==> src/asm_pkg.sv <==
package asm_pkg;

   // bits carried by one lane word or one channel word
   localparam int word_width_lp = 8;

   // lanes packed side by side in one wide input word
   localparam int num_lanes_lp = 4;

   // narrow output channels fed by the distributor
   localparam int num_chan_lp = 3;

   // index widths, never narrower than one bit so that
   // a single lane or a single channel still has a port
   localparam int lane_idx_width_lp =
      (num_lanes_lp > 1) ? $clog2(num_lanes_lp) : 1;

   localparam int chan_idx_width_lp =
      (num_chan_lp > 1) ? $clog2(num_chan_lp) : 1;

   // the wide input word
   // lane 0 sits in the least significant slice
   localparam int wide_width_lp = num_lanes_lp * word_width_lp;

endpackage

==> src/asm_out_top.sv <==
`timescale 1ns/1ps

// top level of the outbound assembler
// every narrow channel ends in its own two-entry fifo,
// which gives the distributor a ready to peek at
// and gives the outside a registered valid/ready port
module asm_out_top
   import asm_pkg::*;
(
   input  logic                                 clk,
   input  logic                                 rst_i,
   input  logic                                 calibration_done_i,

   // wide input, valid/ready
   input  logic                                 valid_i,
   input  logic [wide_width_lp-1:0]             data_i,
   output logic                                 ready_o,

   input  logic [lane_idx_width_lp-1:0]         in_top_channel_i,
   input  logic [chan_idx_width_lp-1:0]         out_top_channel_i,

   // channel fifo heads, a word leaves on valid_o & ready_i
   output logic [num_chan_lp-1:0]               valid_o,
   output logic [num_chan_lp*word_width_lp-1:0] data_o,
   input  logic [num_chan_lp-1:0]               ready_i
);

   // distributor side of the channel fifos
   logic [num_chan_lp-1:0]               chan_v;
   logic [num_chan_lp*word_width_lp-1:0] chan_data;
   logic [num_chan_lp-1:0]               chan_ready;

   assembler_out asm_out (
      .clk                (clk),
      .rst_i              (rst_i),
      .calibration_done_i (calibration_done_i),
      .valid_i            (valid_i),
      .data_i             (data_i),
      .ready_o            (ready_o),
      .in_top_channel_i   (in_top_channel_i),
      .out_top_channel_i  (out_top_channel_i),
      .valid_o            (chan_v),
      .data_o             (chan_data),
      .ready_i            (chan_ready)
   );

   for (genvar c = 0; c < num_chan_lp; c++)
   begin : g_chan
      // head stays put until the consumer takes it
      two_fifo #(
         .width_p (word_width_lp)
      ) chan_fifo (
         .clk     (clk),
         .rst_i   (rst_i),
         .ready_o (chan_ready[c]),
         .v_i     (chan_v[c]),
         .data_i  (chan_data[c*word_width_lp +: word_width_lp]),
         .v_o     (valid_o[c]),
         .data_o  (data_o[c*word_width_lp +: word_width_lp]),
         .yumi_i  (valid_o[c] & ready_i[c])
      );
   end

endmodule

==> src/assembler_out.sv <==
`timescale 1ns/1ps

// takes one wide word and spreads its lanes round-robin over the narrow channels
// a two-entry fifo per lane lets the wide word be accepted whole
// and then drained a few lanes at a time by the distributor
module assembler_out
   import asm_pkg::*;
(
   input  logic                                 clk,
   input  logic                                 rst_i,
   input  logic                                 calibration_done_i,

   // wide input, valid/ready
   input  logic                                 valid_i,
   input  logic [wide_width_lp-1:0]             data_i,
   output logic                                 ready_o,

   input  logic [lane_idx_width_lp-1:0]         in_top_channel_i,
   input  logic [chan_idx_width_lp-1:0]         out_top_channel_i,

   // narrow channels, ready_i is peeked by the distributor
   output logic [num_chan_lp-1:0]               valid_o,
   output logic [num_chan_lp*word_width_lp-1:0] data_o,
   input  logic [num_chan_lp-1:0]               ready_i
);

   logic [num_lanes_lp-1:0]               lane_ready;
   logic [num_lanes_lp-1:0]               lane_v;
   logic [num_lanes_lp-1:0]               lane_yumi;
   logic [num_lanes_lp*word_width_lp-1:0] lane_data;

   // accept only when every lane fifo has room and the link is calibrated
   // unused lanes never fill, so they never hold this low
   assign ready_o = (&lane_ready) & calibration_done_i;

   for (genvar i = 0; i < num_lanes_lp; i++)
   begin : g_lane
      // lanes above the top one in use stay idle
      logic lane_enq;

      assign lane_enq = valid_i & ready_o & (i <= in_top_channel_i);

      two_fifo #(
         .width_p (word_width_lp)
      ) lane_fifo (
         .clk     (clk),
         .rst_i   (rst_i),
         .ready_o (lane_ready[i]),
         .v_i     (lane_enq),
         .data_i  (data_i[i*word_width_lp +: word_width_lp]),
         .v_o     (lane_v[i]),
         .data_o  (lane_data[i*word_width_lp +: word_width_lp]),
         .yumi_i  (lane_yumi[i])
      );
   end

   // lane fifos share the channels through the round-robin distributor
   rr_fifo_to_fifo rr_dist (
      .clk               (clk),
      .rst_i             (rst_i),
      .in_top_channel_i  (in_top_channel_i),
      .out_top_channel_i (out_top_channel_i),
      .valid_i           (lane_v),
      .data_i            (lane_data),
      .yumi_o            (lane_yumi),
      .valid_o           (valid_o),
      .data_o            (data_o),
      .ready_i           (ready_i)
   );

   // nothing gets in before calibration
   a_ready_needs_cal: assert property (@(posedge clk) disable iff (rst_i)
      !calibration_done_i |-> !ready_o);

endmodule

==> src/rr_fifo_to_fifo.sv <==
`timescale 1ns/1ps

// strict round-robin distributor
// lane fifos on the input side, channel fifos on the output side
// each cycle lanes and channels are walked in step from their pointers,
// so the k-th word of the lane stream always lands on channel k mod channels
module rr_fifo_to_fifo
   import asm_pkg::*;
(
   input  logic                                 clk,
   input  logic                                 rst_i,

   // highest lane and highest channel in use
   // only change while held in reset
   input  logic [lane_idx_width_lp-1:0]         in_top_channel_i,
   input  logic [chan_idx_width_lp-1:0]         out_top_channel_i,

   // lane fifo heads
   input  logic [num_lanes_lp-1:0]              valid_i,
   input  logic [num_lanes_lp*word_width_lp-1:0] data_i,
   output logic [num_lanes_lp-1:0]              yumi_o,

   // channel fifo tails
   // ready_i is peeked before anything is decided
   output logic [num_chan_lp-1:0]               valid_o,
   output logic [num_chan_lp*word_width_lp-1:0] data_o,
   input  logic [num_chan_lp-1:0]               ready_i
);

   // next lane to be drained, next channel to be filled
   logic [lane_idx_width_lp-1:0] lane_ptr_r;
   logic [chan_idx_width_lp-1:0] chan_ptr_r;

   // walking indices, they end up one past the last word moved
   logic [lane_idx_width_lp-1:0] lane_ptr_n;
   logic [chan_idx_width_lp-1:0] chan_ptr_n;

   // set once the walk hits an empty lane or a busy channel
   logic stop;

   always_comb
   begin
      yumi_o     = '0;
      valid_o    = '0;
      data_o     = '0;
      lane_ptr_n = lane_ptr_r;
      chan_ptr_n = chan_ptr_r;
      stop       = 1'b0;

      // at most min(lanes in use, channels in use) words per cycle
      // out_top is below num_chan_lp, so this bound never exceeds either count
      for (int k = 0; k < num_lanes_lp; k++)
      begin
         if (!stop && (k <= in_top_channel_i) && (k <= out_top_channel_i)
             && valid_i[lane_ptr_n] && ready_i[chan_ptr_n])
         begin
            // pair this lane with this channel
            yumi_o[lane_ptr_n]  = 1'b1;
            valid_o[chan_ptr_n] = 1'b1;
            data_o[chan_ptr_n*word_width_lp +: word_width_lp] =
               data_i[lane_ptr_n*word_width_lp +: word_width_lp];

            // step both, wrapping past the top in use
            lane_ptr_n = (lane_ptr_n == in_top_channel_i) ? '0 : lane_ptr_n + 1'b1;
            chan_ptr_n = (chan_ptr_n == out_top_channel_i) ? '0 : chan_ptr_n + 1'b1;
         end
         else
         begin
            // strict order, nothing past a gap may move
            stop = 1'b1;
         end
      end
   end

   // pointers advance by the number of words moved
   always_ff @(posedge clk)
   begin
      if (rst_i)
      begin
         lane_ptr_r <= '0;
         chan_ptr_r <= '0;
      end
      else
      begin
         lane_ptr_r <= lane_ptr_n;
         chan_ptr_r <= chan_ptr_n;
      end
   end

   // only full lane fifos get dequeued
   a_yumi_subset_valid: assert property (@(posedge clk) disable iff (rst_i)
      (yumi_o & ~valid_i) == '0);

   // only ready channel fifos get a word
   a_valid_subset_ready: assert property (@(posedge clk) disable iff (rst_i)
      (valid_o & ~ready_i) == '0);

   // every word taken from a lane is handed to exactly one channel
   a_words_conserved: assert property (@(posedge clk) disable iff (rst_i)
      $countones(yumi_o) == $countones(valid_o));

endmodule

==> src/two_fifo.sv <==
`timescale 1ns/1ps

// two-entry fifo
// input side is ready-then-valid, so v_i is only raised while ready_o is high
// output side is yumi, the consumer takes the head word in the cycle it raises yumi_i
module two_fifo
   import asm_pkg::*;
#(
   parameter int width_p = word_width_lp
)
(
   input  logic               clk,
   input  logic               rst_i,

   // enqueue side
   output logic               ready_o,
   input  logic               v_i,
   input  logic [width_p-1:0] data_i,

   // dequeue side
   output logic               v_o,
   output logic [width_p-1:0] data_o,
   input  logic               yumi_i
);

   // two storage slots, payload only
   logic [width_p-1:0] mem_r [2];

   // one-bit circular pointers
   logic wptr_r;
   logic rptr_r;

   // equal pointers mean either empty or full
   // this flag tells the two apart
   logic full_r;

   logic empty;

   assign empty   = (wptr_r == rptr_r) & ~full_r;
   assign ready_o = ~full_r;
   assign v_o     = ~empty;

   // head word always sits under the read pointer
   assign data_o = mem_r[rptr_r];

   always_ff @(posedge clk)
   begin
      if (rst_i)
      begin
         wptr_r <= 1'b0;
         rptr_r <= 1'b0;
         full_r <= 1'b0;
      end
      else
      begin
         if (v_i)
         begin
            wptr_r <= ~wptr_r;
         end
         if (yumi_i)
         begin
            rptr_r <= ~rptr_r;
         end
         // one word held and a push without a pop fills both slots
         // any pop frees a slot
         if (yumi_i)
         begin
            full_r <= 1'b0;
         end
         else if (v_i && (wptr_r != rptr_r))
         begin
            full_r <= 1'b1;
         end
      end
   end

   // storage write, no reset on payload
   always_ff @(posedge clk)
   begin
      if (v_i)
      begin
         mem_r[wptr_r] <= data_i;
      end
   end

   // producer must respect ready-then-valid
   a_no_enq_when_full: assert property (@(posedge clk) disable iff (rst_i)
      v_i |-> ready_o);

   // consumer may only take a word that is there
   a_no_yumi_when_empty: assert property (@(posedge clk) disable iff (rst_i)
      yumi_i |-> v_o);

endmodule
==> config.mk <==
export PLATFORM = sky130hd
export DESIGN_NAME = asm_out_top
export DESIGN_NICKNAME = d
export VERILOG_FILES = /design/src/asm_pkg.sv /design/src/asm_out_top.sv /design/src/assembler_out.sv /design/src/rr_fifo_to_fifo.sv /design/src/two_fifo.sv
export SDC_FILE = /design/constraint.sdc
export NUM_CORES = 1
export LEC_CHECK = 0
export ABC_AREA = 1
export BUFFER_PORTS_ARGS = -buffer_cell sky130_fd_sc_hd__buf_2
export CAP_MARGIN = 20
export CORE_ASPECT_RATIO = 0.5
export CORE_MARGIN = 2
export CORE_UTILIZATION = 56
export CTS_CLUSTER_DIAMETER = 40
export DETAILED_ROUTE_END_ITERATION = 8
export GPL_TIMING_DRIVEN = 0
export PLACE_DENSITY_LB_ADDON = 0.12
export SLEW_MARGIN = 30
export SYNTH_ARGS = -nofsm -noshare
export SYNTH_HDL_FRONTEND = slang
export SYNTH_SLANG_ARGS = --single-unit
==> constraint.sdc <==
create_clock -name clk -period 6.6 [get_ports clk]
set_clock_uncertainty 0.05 [all_clocks]
set_input_delay 1.32 -clock clk [delete_from_list [all_inputs] [get_ports clk]]
set_output_delay 1.32 -clock clk [all_outputs]
set_load 0.05 [all_outputs]
==> results.md <==
- The flow ran to the end, and the final reports show no timing, DRC or antenna violations.
- Leaving out fill and tap cells, the most frequent cell in the layout is sky130_fd_sc_hd__nand2_1.
- The vertical extent of the die is 95.5 microns.
- Setup violations remaining at the end of the flow were counted as 0.
- Summed over all nets, the half-perimeter wirelength after detailed placement is 21.5 mm.
- The post-synthesis cell type count is 49.
- Along the worst hold path, the cell count comes to 1.
- Counting cells, the worst reg-to-reg path comes to 24.
- The largest net degree at the start of global routing is 17.
- The number of cell rows is 33.
- The final cell count without fillers is 1504.
- In this run the tool buffered the top-level ports with 68 buffer cells.
- In this run the worst path has a maximum fanout of 11.
- In this run the cell area measured after placement is 10000 sq um.
- Once routing completed, OpenROAD measured the worst setup slack at 0.444 ns.
- The data arrival time of the critical path is 6.30 ns.
- After the last flow step, the layout net total stands at 1344.
- The count of hold-fix buffers inserted at cts is 0.
- The number of DRC violations after detailed routing is 0.
- The overflow left after global routing is 0.
- The number of fill cells is 1419.
- The initial antenna violation count was 0.
- The longest individual stage delay on the worst path is 0.76 ns.
- Setup repair after global routing left no endpoint under its margin.
- The floorplan step defined a die boundary enclosing 17900 sq um.
- CTS placed an instance of sky130_fd_sc_hd__clkbuf_16 at the clock tree root.
- Dividing the final minimum period by the clock period gives 93.3%.
- Yosys printed 0 warnings.
- The final antenna-violating net count is 0.
- The sequential standard cell area is 4000 sq um.
- The worst-case setup slack after placement is 0.110 ns.
- Global routing used 30.8% of the available tracks.
- Each instance of the synthesized netlist takes up on average 7.97 sq um.
- The highest-delay cell along the critical path is sky130_fd_sc_hd__nor4_2.
- The clock period could shrink to 6.16 ns.
- After detailed routing, the total wire length is 27.0 mm.
- The worst setup path is launched from an input port.
- Synthesis handed over a netlist of 1177 instances.
- During I/O placement, the number of pins put on the boundary was 71.
- The synthesis-to-finish area growth is 12.8%.
- The reported max-cap violation count is 0.
- The hold violation total from the final report is 0.
- The library cells used most frequently in the layout, excluding fill and tap cells, are 247 x sky130_fd_sc_hd__nand2_1, 139 x sky130_fd_sc_hd__inv_1, 112 x sky130_fd_sc_hd__edfxtp_1, 107 x sky130_fd_sc_hd__nor2_1, 106 x sky130_fd_sc_hd__nand3_1.
- The cell type contributing the most total cell area after synthesis is sky130_fd_sc_hd__edfxtp_1.
- The post-CTS resize count is 0.
- The number of pins with negative max-slew slack in the final report was 0.
- The min-delay analysis places its worst path in the category reg -> reg.
- The ratio of cells with drive above 1 in the final layout is 15.7%.
- The total area inside the core boundary comes to 16400 sq um.
- The fraction of synthesized cell area taken by the top area cell type is 35.8%.
- After synthesis, the cell types taking the most area are sky130_fd_sc_hd__edfxtp_1 36%, sky130_fd_sc_hd__nand2_1 9.9%, sky130_fd_sc_hd__dfxtp_1 6.8%, sky130_fd_sc_hd__nand3_1 5.7%, sky130_fd_sc_hd__o21ai_0 5.6%.
- The later-pin clock latency in the skew report is 0.43 ns.
- The relative max-transition margin is 36.5%.
- TritonCTS built the clock tree.
- The via count of the first global-routing pass is 7599.
- Dividing the detail-routed wire length by the instance count gives 17.9 microns.
- The clock transition time at the flip-flop clock pins of the worst setup and hold paths is 0.07 ns.
- Synthesis produced a netlist with a net count of 1257.
- The number of vias per cell after detailed routing is 5.63.
- The count of buffers added by post-CTS timing repair for setup is 0.
- For this run, the leading register cell type out of synthesis is sky130_fd_sc_hd__edfxtp_1.
- The number of buffers created by CTS is 17.
- The initial detailed-routing violation count is 788.
- Summing all non-filler instances in the final layout gives an area of 10600 sq um.
- The effective utilization at floorplan is 57.2%.
- The most common cell type on the critical path is sky130_fd_sc_hd__nand2_1.
- The number of flops mapped to enable cells by yosys is 112.
- After synthesis the netlist holds a flip-flop and latch count of 144.
- The number of antenna cells inserted is 0.
- The width of the die is 187 microns.
- Detailed routing inserted a total of 8470 vias.
- The type of element capturing the critical path is a register.
- The H-tree generated during clock tree synthesis spans 4 levels.
- Routability-driven placement finished with a final weighted congestion of 0.969.
- The number of instances in the placed design is 1472.
- The mapped netlist covers 9380 sq um.
- The critical path class is in -> reg.
- The first TritonRoute pass finished after 8 iterations.
- Walking the worst path, the cells encountered are clkbuf_1 -> inv_1 -> nand2_1 -> nand4_1 -> nand2_1 -> nand3b_1 -> nand2_4 -> clkbuf_1 -> ha_1 -> nand2_1 -> nand3_1 -> nand2_1 -> nand3_1 -> nand2_1 -> nand2_4 -> o21ai_1 -> ha_1 -> clkbuf_1 -> inv_1 -> nor4_2 -> nand3_1 -> o21ai_1.
- For the pin with the worst max-slew slack, the measured transition is 0.942 ns.
- The sum of negative setup slack is 0 ns.
- Of all flip-flops after synthesis, the portion carrying an async set or reset was 0%.
- The first-pass GRT wire length is 41.6 mm.
- Summing all multi-input logic gate instances after layout gives 4600 sq um.
- In this run the deepest clock path goes through 2 buffers.
- The sink count of the clock tree is 144.
- For the worst setup path, the data required time is 6.74 ns.
- Timing would allow up to 162 MHz.
- The portion of the post-synthesis area used by sequential elements is 42.7%.
==> logic make-up after synthesis <==
logic type	Yosys count	share of synthesized area, %
XOR/XNOR	2	0.187
AO/OA/AOI/OAI	248	15.5
buffers and inverters	196	8.40
AND/OR/NAND/NOR	524	25.2
adder cells (fa/ha/maj)	37	4.93
flip-flops	144	42.7
multiplexers	26	3.09
==> registers in the layout, indices dropped and copies added, names as in the netlist, named ones only <==
signal and count:
asm_out.g_lane.lane_fifo.rptr_r 4, asm_out.g_lane.lane_fifo.wptr_r 4, asm_out.g_lane.lane_fifo.mem_r 64, g_chan.chan_fifo.full_r 3, g_chan.chan_fifo.mem_r 48, asm_out.g_lane.lane_fifo.full_r 4
g_chan.chan_fifo.rptr_r 3, g_chan.chan_fifo.wptr_r 3, asm_out.rr_dist.lane_ptr_r 2, asm_out.rr_dist.chan_ptr_r 2
==> worst paths after layout <==
kind	from	end	slack (ns)
max	in_top_channel_i[0]	g_chan[0].chan_fifo.mem_r[0][2]	0.44
min	g_chan[1].chan_fifo.rptr_r	g_chan[1].chan_fifo.rptr_r	0.44
max reg2reg	asm_out.rr_dist.lane_ptr_r[0]	g_chan[0].chan_fifo.mem_r[0][2]	0.64
min reg2reg	g_chan[1].chan_fifo.rptr_r	g_chan[1].chan_fifo.rptr_r	0.44
==> worst max-delay path, delay by kind of cell <==
kind                     cells  cell delay (ns)
adder cells (fa/ha/maj)      2             0.55
buffers and inverters        5             1.25
AND/OR/NAND/NOR             13             2.35
AO/OA/AOI/OAI                2             0.80
==> layout make-up <==
| cell class | instances | area share, % |
|---|---|---|
| tap | 227 | 2.68 |
| timing repair buffer | 68 | 3.21 |
| multi-input combinational | 837 | 43.4 |
| buffer | 47 | 2.14 |
| clock inverter | 14 | 1.35 |
| sequential | 144 | 37.8 |
| inverter | 149 | 5.31 |
| clock buffer | 18 | 4.05 |
==> per-layer routing <==
layer | share of wire (%) | track usage [%] | vias to the layer above | routed length [microns]
met5 | 0 | 0 | - | 0
met4 | 0.82 | 5.75 | 0 | 220
met3 | 10 | 7.07 | 23 | 2690
met2 | 42 | 47.7 | 377 | 11400
met1 | 47 | 44.5 | 3894 | 12600
li1 | - | - | 4176 | -
==> per-stage QoR <==
stage          utilization [%]  hold WS [ns]
4_1_cts                   64.5         0.440
2_1_floorplan                -         0.402
6_report                  64.6         0.442
3_5_place_dp              61.0         0.423
5_1_grt                   64.6         0.475
3_3_place_gp              61.0         0.412
==> Yosys cell counts (5+ instances only) <==
cell type	instances
sky130_fd_sc_hd__nand2_1	247
sky130_fd_sc_hd__inv_1	139
sky130_fd_sc_hd__edfxtp_1	112
sky130_fd_sc_hd__nor2_1	107
sky130_fd_sc_hd__nand3_1	106
sky130_fd_sc_hd__o21ai_0	105
sky130_fd_sc_hd__a21oi_1	60
sky130_fd_sc_hd__ha_1	37
sky130_fd_sc_hd__dfxtp_1	32
sky130_fd_sc_hd__clkbuf_1	29
sky130_fd_sc_hd__mux2_2	24
sky130_fd_sc_hd__nand2_2	17
sky130_fd_sc_hd__o21ai_1	14
sky130_fd_sc_hd__o211ai_1	13
sky130_fd_sc_hd__o22ai_1	11
sky130_fd_sc_hd__o32ai_1	11
sky130_fd_sc_hd__a32oi_1	10
sky130_fd_sc_hd__buf_2	10
sky130_fd_sc_hd__nor3_1	9
sky130_fd_sc_hd__inv_2	8
sky130_fd_sc_hd__nand2_4	8
sky130_fd_sc_hd__o21a_1	8
sky130_fd_sc_hd__nand4_1	7
sky130_fd_sc_hd__or2_2	5
Power is not shown: default switching activity piles up to over one toggle a cycle in this logic, so the estimate is an artifact.
